===== config.mk =====
export PLATFORM = sky130hd
export DESIGN_NAME = idct_top
export DESIGN_NICKNAME = d
export VERILOG_FILES = /design/src/source/dct_coef_pkg.sv /design/src/source/block_pkg.sv /design/src/source/mac_ctl_if.sv /design/src/source/dct_coef_rom.sv /design/src/source/block_buffer.sv /design/src/source/idct_mac.sv /design/src/source/idct_sequencer.sv /design/src/source/idct_top.sv
export VERILOG_INCLUDE_DIRS = /design/src /design/src/source
export SDC_FILE = /design/constraint.sdc
export NUM_CORES = 2
export LEC_CHECK = 0
export BUFFER_PORTS_ARGS = -buffer_cell sky130_fd_sc_hd__buf_2
export CAP_MARGIN = 20
export CORE_MARGIN = 5
export CORE_UTILIZATION = 50
export CTS_BUF_LIST = sky130_fd_sc_hd__clkbuf_16
export DETAILED_ROUTE_END_ITERATION = 10
export PLACE_DENSITY = 0.73
export REMOVE_ABC_BUFFERS = 1
export SYNTH_ARGS = -nofsm -noshare
export SYNTH_HDL_FRONTEND = slang
export SYNTH_HIERARCHICAL = 1
export SYNTH_SLANG_ARGS = --single-unit

===== constraint.sdc =====
create_clock -name clk -period 15 [get_ports clk]
set_input_delay 0.75 -clock clk [delete_from_list [all_inputs] [get_ports clk]]
set_output_delay 0.75 -clock clk [all_outputs]
set_load 0.01 [all_outputs]

===== src/source/idct_macros.svh =====
// block geometry, pass shifts and accumulator width for the 8x8 IDCT
`ifndef IDCT_MACROS_SVH
`define IDCT_MACROS_SVH

// side length of one block
`define DCT_N 8

// table is scaled by 4096, split as 2^8 after rows
`define DCT_PASS1_SHIFT 8

// and 2^16 after columns, undoing both table scales
`define DCT_PASS2_SHIFT 16

// wide enough for 8 products of 32-bit T by 13-bit coef
`define DCT_ACC_WIDTH 48

`endif


===== src/source/dct_coef_pkg.sv =====
// cosine table and arithmetic types
`default_nettype none

`include "idct_macros.svh"

package dct_coef_pkg;

	// frequency or position select into the table
	typedef logic [2:0] cos_sel_t;

	// scaled basis value, +/-2008 at most
	typedef logic signed [12:0] coef_t;

	// running sum of one 8-term dot product
	typedef logic signed [`DCT_ACC_WIDTH-1:0] acc_t;

	// which half of the 2-D transform is running
	typedef enum logic {
		PASS_ROW = 1'b0,
		PASS_COL = 1'b1
	} pass_t;

endpackage

`default_nettype wire


===== src/source/block_pkg.sv =====
// block data types and the 6-bit block index union
`default_nettype none

package block_pkg;

	// signed input coefficient from the host
	typedef logic signed [15:0] freq_coef_t;

	// intermediate T value after the row pass
	typedef logic signed [31:0] inter_t;

	// output pixel
	typedef logic [7:0] sample_t;

	// row in the upper bits so linear order is raster order
	typedef struct packed {
		logic [2:0] row;
		logic [2:0] col;
	} blk_rc_t;

	// counters step linear, table and buffers see row/col
	typedef union packed {
		logic [5:0] linear;
		blk_rc_t    rc;
	} blk_index_u;

endpackage

`default_nettype wire


===== src/source/mac_ctl_if.sv =====
// sequencer to MAC operand, control and result bundle
`timescale 1ns/1ps
`default_nettype none

interface mac_ctl_if;
	import dct_coef_pkg::*;
	import block_pkg::*;

	// one term per cycle while acc_valid
	logic   acc_valid;
	// first term loads, last term closes the sum
	logic   acc_first;
	logic   acc_last;
	pass_t  pass;
	coef_t  coef;
	inter_t operand;
	// shifted and, in the column pass, clipped sum
	logic   res_valid;
	inter_t res;

	modport seq (
		output acc_valid, acc_first, acc_last, pass, coef, operand,
		input  res_valid, res
	);

	modport mac (
		input  acc_valid, acc_first, acc_last, pass, coef, operand,
		output res_valid, res
	);

endinterface

`default_nettype wire


===== src/source/dct_coef_rom.sv =====
// 8x8 DCT-II basis table scaled by 4096
`timescale 1ns/1ps
`default_nettype none

module dct_coef_rom (
	input  dct_coef_pkg::cos_sel_t freq,
	input  dct_coef_pkg::cos_sel_t pos,
	output dct_coef_pkg::coef_t    value
);
	always_comb begin
		value = '0;
		case ({freq, pos})
			// dc row, flat 1448 = 4096/(2*sqrt 2)
			6'd0:  value = 13'sd1448;
			6'd1:  value = 13'sd1448;
			6'd2:  value = 13'sd1448;
			6'd3:  value = 13'sd1448;
			6'd4:  value = 13'sd1448;
			6'd5:  value = 13'sd1448;
			6'd6:  value = 13'sd1448;
			6'd7:  value = 13'sd1448;
			// freq 1
			6'd8:  value = 13'sd2008;
			6'd9:  value = 13'sd1702;
			6'd10: value = 13'sd1137;
			6'd11: value = 13'sd399;
			6'd12: value = -13'sd399;
			6'd13: value = -13'sd1137;
			6'd14: value = -13'sd1702;
			6'd15: value = -13'sd2008;
			// freq 2
			6'd16: value = 13'sd1892;
			6'd17: value = 13'sd783;
			6'd18: value = -13'sd783;
			6'd19: value = -13'sd1892;
			6'd20: value = -13'sd1892;
			6'd21: value = -13'sd783;
			6'd22: value = 13'sd783;
			6'd23: value = 13'sd1892;
			// freq 3
			6'd24: value = 13'sd1702;
			6'd25: value = -13'sd399;
			6'd26: value = -13'sd2008;
			6'd27: value = -13'sd1137;
			6'd28: value = 13'sd1137;
			6'd29: value = 13'sd2008;
			6'd30: value = 13'sd399;
			6'd31: value = -13'sd1702;
			// freq 4
			6'd32: value = 13'sd1448;
			6'd33: value = -13'sd1448;
			6'd34: value = -13'sd1448;
			6'd35: value = 13'sd1448;
			6'd36: value = 13'sd1448;
			6'd37: value = -13'sd1448;
			6'd38: value = -13'sd1448;
			6'd39: value = 13'sd1448;
			// freq 5
			6'd40: value = 13'sd1137;
			6'd41: value = -13'sd2008;
			6'd42: value = 13'sd399;
			6'd43: value = 13'sd1702;
			6'd44: value = -13'sd1702;
			6'd45: value = -13'sd399;
			6'd46: value = 13'sd2008;
			6'd47: value = -13'sd1137;
			// freq 6
			6'd48: value = 13'sd783;
			6'd49: value = -13'sd1892;
			6'd50: value = 13'sd1892;
			6'd51: value = -13'sd783;
			6'd52: value = -13'sd783;
			6'd53: value = 13'sd1892;
			6'd54: value = -13'sd1892;
			6'd55: value = 13'sd783;
			// freq 7
			6'd56: value = 13'sd399;
			6'd57: value = -13'sd1137;
			6'd58: value = 13'sd1702;
			6'd59: value = -13'sd2008;
			6'd60: value = 13'sd2008;
			6'd61: value = -13'sd1702;
			6'd62: value = 13'sd1137;
			6'd63: value = -13'sd399;
			default: value = '0;
		endcase
	end

endmodule

`default_nettype wire


===== src/source/block_buffer.sv =====
// 64-word block store, one write port and a registered read port
`timescale 1ns/1ps
`default_nettype none

`include "idct_macros.svh"

module block_buffer #(
	parameter int WIDTH = 16
) (
	input  logic                   clk,
	input  logic                   wr_en,
	input  block_pkg::blk_index_u  wr_index,
	input  logic [WIDTH-1:0]       wr_data,
	input  block_pkg::blk_index_u  rd_index,
	output logic [WIDTH-1:0]       rd_data
);
	// one word per block element, contents kept across blocks
	logic [WIDTH-1:0] mem [`DCT_N*`DCT_N];

	always_ff @(posedge clk) begin
		if (wr_en) begin
			mem[wr_index.linear] <= wr_data;
		end
		// read of an address written this cycle returns the old word
		rd_data <= mem[rd_index.linear];
	end

endmodule

`default_nettype wire


===== src/source/idct_mac.sv =====
// multiply-accumulate with per-pass shift and pixel clipping
`timescale 1ns/1ps
`default_nettype none

`include "idct_macros.svh"

module idct_mac (
	input logic     clk,
	input logic     rst_n,
	mac_ctl_if.mac  ctl
);
	import dct_coef_pkg::*;
	import block_pkg::*;

	acc_t acc;
	acc_t product;
	acc_t sum;
	acc_t shifted;
	acc_t clipped;

	// both operands widened before the multiply
	assign product = acc_t'(ctl.operand) * acc_t'(ctl.coef);
	// first term starts a fresh sum
	assign sum = ctl.acc_first ? product : acc + product;

	// arithmetic shifts, so rounding goes toward minus infinity
	always_comb begin
		if (ctl.pass == PASS_COL) begin
			shifted = sum >>> `DCT_PASS2_SHIFT;
		end else begin
			shifted = sum >>> `DCT_PASS1_SHIFT;
		end
		clipped = shifted;
		// pixels only in the column pass
		if (ctl.pass == PASS_COL) begin
			if (shifted < 0) begin
				clipped = '0;
			end else if (shifted > 255) begin
				clipped = acc_t'(255);
			end
		end
	end

	always_ff @(posedge clk) begin
		if (ctl.acc_valid) begin
			acc <= sum;
		end
		if (ctl.acc_valid && ctl.acc_last) begin
			ctl.res <= inter_t'(clipped);
		end
	end

	// result strobe one cycle after the closing term
	always_ff @(posedge clk) begin
		if (!rst_n) begin
			ctl.res_valid <= 1'b0;
		end else begin
			ctl.res_valid <= ctl.acc_valid && ctl.acc_last;
		end
	end

endmodule

`default_nettype wire


===== src/source/idct_sequencer.sv =====
// block FSM, index counters and result routing for the two IDCT passes
`timescale 1ns/1ps
`default_nettype none

module idct_sequencer (
	input  logic                   clk,
	input  logic                   rst_n,
	input  logic                   start,
	output logic                   busy,
	output block_pkg::blk_index_u  in_rd_index,
	input  block_pkg::freq_coef_t  in_rd_data,
	output block_pkg::blk_index_u  t_rd_index,
	input  block_pkg::inter_t      t_rd_data,
	output logic                   t_wr_en,
	output block_pkg::blk_index_u  t_wr_index,
	output dct_coef_pkg::cos_sel_t rom_freq,
	output dct_coef_pkg::cos_sel_t rom_pos,
	input  dct_coef_pkg::coef_t    rom_value,
	mac_ctl_if.seq                 ctl,
	output logic                   sample_valid,
	output block_pkg::blk_index_u  sample_index,
	output logic                   done
);
	import dct_coef_pkg::*;
	import block_pkg::*;

	typedef enum logic [2:0] {IDLE, ROW, DRAIN, COL, FINISH} state_t;

	state_t     state;
	// element being issued and its term
	blk_index_u out_idx;
	cos_sel_t   k_cnt;
	logic       issue;
	logic       last_term;
	pass_t      issue_pass;

	// stage 1, lines up with the registered buffer read
	logic       valid_d1;
	logic       first_d1;
	logic       last_d1;
	pass_t      pass_d1;
	coef_t      coef_d1;
	blk_index_u idx_d1;
	// stage 2, lines up with res_valid
	pass_t      pass_d2;
	blk_index_u idx_d2;

	assign issue = (state == ROW) || (state == COL);
	assign last_term = (k_cnt == 3'd7);
	assign issue_pass = (state == COL) ? PASS_COL : PASS_ROW;
	assign busy = (state != IDLE);

	// rows read X[r][k] and C[k][c], columns read T[k][c] and C[k][r]
	always_comb begin
		in_rd_index.rc.row = out_idx.rc.row;
		in_rd_index.rc.col = k_cnt;
		t_rd_index.rc.row = k_cnt;
		t_rd_index.rc.col = out_idx.rc.col;
		rom_freq = k_cnt;
		rom_pos = (state == COL) ? out_idx.rc.row : out_idx.rc.col;
	end

	always_ff @(posedge clk) begin
		if (!rst_n) begin
			state <= IDLE;
			out_idx <= '0;
			k_cnt <= '0;
		end else begin
			case (state)
				IDLE: if (start) state <= ROW;
				ROW: if (last_term && out_idx.linear == 6'd63) state <= DRAIN;
				// columns wait for the last T word to land
				DRAIN: if (t_wr_en && t_wr_index.linear == 6'd63) state <= COL;
				COL: if (last_term && out_idx.linear == 6'd63) state <= FINISH;
				FINISH: if (done) state <= IDLE;
				default: state <= IDLE;
			endcase
			// both counters wrap back to zero at pass end
			if (issue) begin
				k_cnt <= k_cnt + 3'd1;
				if (last_term) begin
					out_idx.linear <= out_idx.linear + 6'd1;
				end
			end
		end
	end

	// control pipeline
	always_ff @(posedge clk) begin
		if (!rst_n) begin
			valid_d1 <= 1'b0;
			first_d1 <= 1'b0;
			last_d1 <= 1'b0;
			pass_d1 <= PASS_ROW;
			pass_d2 <= PASS_ROW;
		end else begin
			valid_d1 <= issue;
			first_d1 <= issue && (k_cnt == 3'd0);
			last_d1 <= issue && last_term;
			pass_d1 <= issue_pass;
			pass_d2 <= pass_d1;
		end
	end

	// table value registered beside the buffer read
	always_ff @(posedge clk) begin
		coef_d1 <= rom_value;
		idx_d1 <= out_idx;
		idx_d2 <= idx_d1;
	end

	assign ctl.acc_valid = valid_d1;
	assign ctl.acc_first = first_d1;
	assign ctl.acc_last = last_d1;
	assign ctl.pass = pass_d1;
	assign ctl.coef = coef_d1;
	// row pass operands are sign-extended input coefficients
	assign ctl.operand = (pass_d1 == PASS_COL) ? t_rd_data : inter_t'(in_rd_data);

	// row results go to the T buffer, column results out
	assign t_wr_en = ctl.res_valid && (pass_d2 == PASS_ROW);
	assign t_wr_index = idx_d2;
	assign sample_valid = ctl.res_valid && (pass_d2 == PASS_COL);
	assign sample_index = idx_d2;
	assign done = sample_valid && (idx_d2.linear == 6'd63);

endmodule

`default_nettype wire


===== src/source/idct_top.sv =====
// 8x8 IDCT engine top, buffers, table, sequencer and MAC
`timescale 1ns/1ps
`default_nettype none

module idct_top (
	input  logic                   clk,
	input  logic                   rst_n,
	input  logic                   coef_wr,
	input  logic [5:0]             coef_index,
	input  block_pkg::freq_coef_t  coef_data,
	input  logic                   start,
	output logic                   busy,
	output logic                   sample_valid,
	output logic [5:0]             sample_index,
	output block_pkg::sample_t     sample,
	output logic                   done
);
	import dct_coef_pkg::*;
	import block_pkg::*;

	logic       in_wr_en;
	blk_index_u wr_idx;
	blk_index_u in_rd_index;
	freq_coef_t in_rd_data;
	blk_index_u t_rd_index;
	inter_t     t_rd_data;
	logic       t_wr_en;
	blk_index_u t_wr_index;
	cos_sel_t   rom_freq;
	cos_sel_t   rom_pos;
	coef_t      rom_value;
	blk_index_u out_index;

	mac_ctl_if mac_bus ();

	// host writes only land while idle
	assign in_wr_en = coef_wr && !busy;
	assign wr_idx.linear = coef_index;

	block_buffer #(.WIDTH(16)) u_in_buf (
		.clk(clk), .wr_en(in_wr_en), .wr_index(wr_idx), .wr_data(coef_data),
		.rd_index(in_rd_index), .rd_data(in_rd_data)
	);

	// T buffer takes row-pass results straight from the MAC
	block_buffer #(.WIDTH(32)) u_t_buf (
		.clk(clk), .wr_en(t_wr_en), .wr_index(t_wr_index), .wr_data(mac_bus.res),
		.rd_index(t_rd_index), .rd_data(t_rd_data)
	);

	dct_coef_rom u_rom (.freq(rom_freq), .pos(rom_pos), .value(rom_value));

	idct_sequencer u_seq (
		.clk(clk), .rst_n(rst_n), .start(start), .busy(busy),
		.in_rd_index(in_rd_index), .in_rd_data(in_rd_data),
		.t_rd_index(t_rd_index), .t_rd_data(t_rd_data),
		.t_wr_en(t_wr_en), .t_wr_index(t_wr_index),
		.rom_freq(rom_freq), .rom_pos(rom_pos), .rom_value(rom_value),
		.ctl(mac_bus.seq), .sample_valid(sample_valid),
		.sample_index(out_index), .done(done)
	);

	idct_mac u_mac (.clk(clk), .rst_n(rst_n), .ctl(mac_bus.mac));

	// column results are already clipped to 0..255
	assign sample = mac_bus.res[7:0];
	assign sample_index = out_index.linear;

endmodule

`default_nettype wire


==> flow_summary.ini <==
[outcome]
status = finished, final reports clean

[timing]
hold_viol_final = 0
rsz0062_at_grt = false
fin_setup_tns_ns = 0
fin_crit_ns = 11.06
fin_skew_ns = 0.04034
max_slew_margin_pct = 24.10
worst_pin_slew_ns = 1.139
holdWs_ns = 0.2520
maxSlewViolCount = 0
setup_viol = 0
period_share_pct = 73.71
fmax_ghz = 0.09044

[floorplanning]
die-area_mm2 = 0.2946
dieWidth_um = 542.7
start_util_pct = 50.23
io-pin-count = 43
core_area_mm2 = 0.2825
die_y_um = 542.7
rows = 195

[clock_tree]
cts.clk_slew.worst_paths_ns = 0.06
htreeDepth = 5
cts_tree = yes
clkSinkCount = 3243
cts_hold_buf = 0
insertion_delay_ns = 0.87
cts_setup_buffers = 0
clockRootBuffer = clkbuf_16
ctsResizeCount = 0
cts_buffers = 326
cts_buffer_depth = 4

[yosys]
postSynthCellCount = 7771
async_flop_share_pct = 0
synth_area_per_cell_um2 = 18.26
synth_area_leader_cell = edfxtp_1
yosysTopAreaCellShare_pct = 66.70
synth-seq-area-share_pct = 67.98
synth_cell_type_count = 111
ys.flop_type = edfxtp_1
synthesis.area_mm2 = 0.1419
synth_edf_count = 3152
ys_ff_latch = 3243
synth.most_common_cell = edfxtp_1
synth_warnings = 6
synth_area_leaders = edfxtp_1 (67%), mux4_2 (12%), fa_1 (5.2%)
synth.top_cells.by_count = edfxtp_1 (3152), mux4_2 (766), nand2_1 (473)

[flow_run]
drv_cap = 0

[setup_path]
critical-path-slowest-cell = a2111oi_0
cp_common_cell = fa_1
path_class = reg -> reg
critPathMaxStageDelay_ns = 0.59
critPathLaunchType = register
worstSetupEndpointType = register
cp.required_ns = 15.56
path_max_fanout = 58
crit_arrival_ns = 11.62

[routing]
drt_first_pass_iters = 9
drtAntennaViolNets = 0
drcViolationCount = 0
drtIter0Drc = 9915
via_per_inst = 6.317
wire_per_inst_um = 30.22
dr_total_vias = 75550
totalWireLength_um = 361400

[grt]
grt_max_degree = 132
grtUsageTotal_pct = 24.42
grt_pass1_wl_um = 530700
overflow = 0
grt_pass1_vias = 77580
antenna_found_initial = 22

[finish]
area_delta_synth_final_pct = 10.97
finish.utilization_pct = 55.74
final_area_mm2 = 0.1575
drive_above_1_share_pct = 20.39
final_nets = 8514

[min_path]
hp-class = in -> reg

[placed_design]
place.port_buffers = 42
gp_routability_congestion = 0.9168
placed_area_mm2 = 0.1469
hpwl_um = 211500
==> registers in the layout, summed over array words and instances, names as in the netlist <==
signal	count
u_seq/sample_index	6
u_seq/idx_d1	6
u_mac/ctl.res_valid	1
u_seq/state	3
u_seq/ctl.acc_first	1
u_in_buf/mem	1024
u_in_buf/rd_data	16
u_mac/acc	48
u_seq/out_idx	6
u_seq/pass_d2	1
u_t_buf/rd_data	32
u_seq/ctl.pass	1
u_t_buf/mem	2048
u_seq/ctl.acc_valid	1
u_seq/rom_freq	3
u_seq/ctl.coef	13
u_seq/ctl.acc_last	1
u_mac/ctl.res	32
==> metrics by stage <==
stage	setup WS [ns]	cells
4_1_cts	4.008	11950
6_report	3.943	11960
3_5_place_dp	4.038	11350
3_3_place_gp	4.075	11350
2_1_floorplan	-9.292	7334
5_1_grt	3.476	11950
==> cells in the final DEF, fill, tap and decap left out, drive strengths merged, types with 16 or more instances in the layout <==
cell / count
nand4: 46
nor3: 35
nand2: 474
mux2: 56
a211oi: 24
dfxtp: 91
nor2b: 58
mux4: 770
edfxtp: 3152
clkinv: 124
inv: 420
mux2i: 196
xnor2: 58
a22oi: 54
clkbuf: 335
buf: 281
a21oi: 226
and2: 193
a31oi: 28
nand3: 56
o211ai: 21
a221oi: 20
and3: 16
o21ai: 118
ha: 173
nand2b: 33
o22ai: 89
nor2: 334
fa: 372
a21o: 32
bufinv: 31
xor2: 35
a311oi: 21
o21bai: 16
o221ai: 29
==> worst max-delay path: cells and delay by family (launching register included) <==
family	cells	cell delay (ns)
AND/OR/NAND/NOR	13	3.85
adder cells (fa/ha/maj)	8	3.66
AO/OA/AOI/OAI	4	1.56
buffers and inverters	2	0.62
XOR/XNOR	2	0.52
flip-flops	1	0.32
multiplexers	1	0.15
==> worst paths after layout <==
check / slack [ns] / endpoint / from / cells after the start
setup / recovery: 3.94 / u_mac/ctl.res[5]$_DFFE_PP_ / u_seq/ctl.pass$_SDFF_PN0_ / 30
hold / removal: 0.25 / u_seq/ctl.acc_valid$_SDFF_PN0_ / rst_n / 3
setup reg to reg: 3.94 / u_mac/ctl.res[5]$_DFFE_PP_ / u_seq/ctl.pass$_SDFF_PN0_ / 30
hold reg to reg: 0.33 / u_seq/sample_index[2]$_DFF_P_ / u_seq/idx_d1[2]$_DFF_P_ / 0
==> final cells by class <==
cell class	count	area [um^2]
timing repair buffer	281	2185
multi-input combinational	3766	42420
tap	3743	4683
inverter	325	1220
sequential	3243	96500
clock inverter	258	2071
fill	20840	125100
antenna	9	22.52
clock buffer	335	8383
==> cells by family after synthesis <==
group                      synth area share, %
AOI/OAI and AO/OA                        3.647
DFF                                      67.98
xor gates and xnor gates                0.5793
buffers and inverters                    2.498
and+or+nand+nor                          4.455
adders and majority gates                6.773
muxes                                    14.07
==> per-layer routing <==
metal  wire [um]  GRT usage, %
met1      137100         34.18
met4       13490         8.306
met3       38870         5.028
met2      171900         38.69
met5          78             0
Power is not shown: default switching activity piles up to over one toggle a cycle in this logic, so the estimate is an artifact.
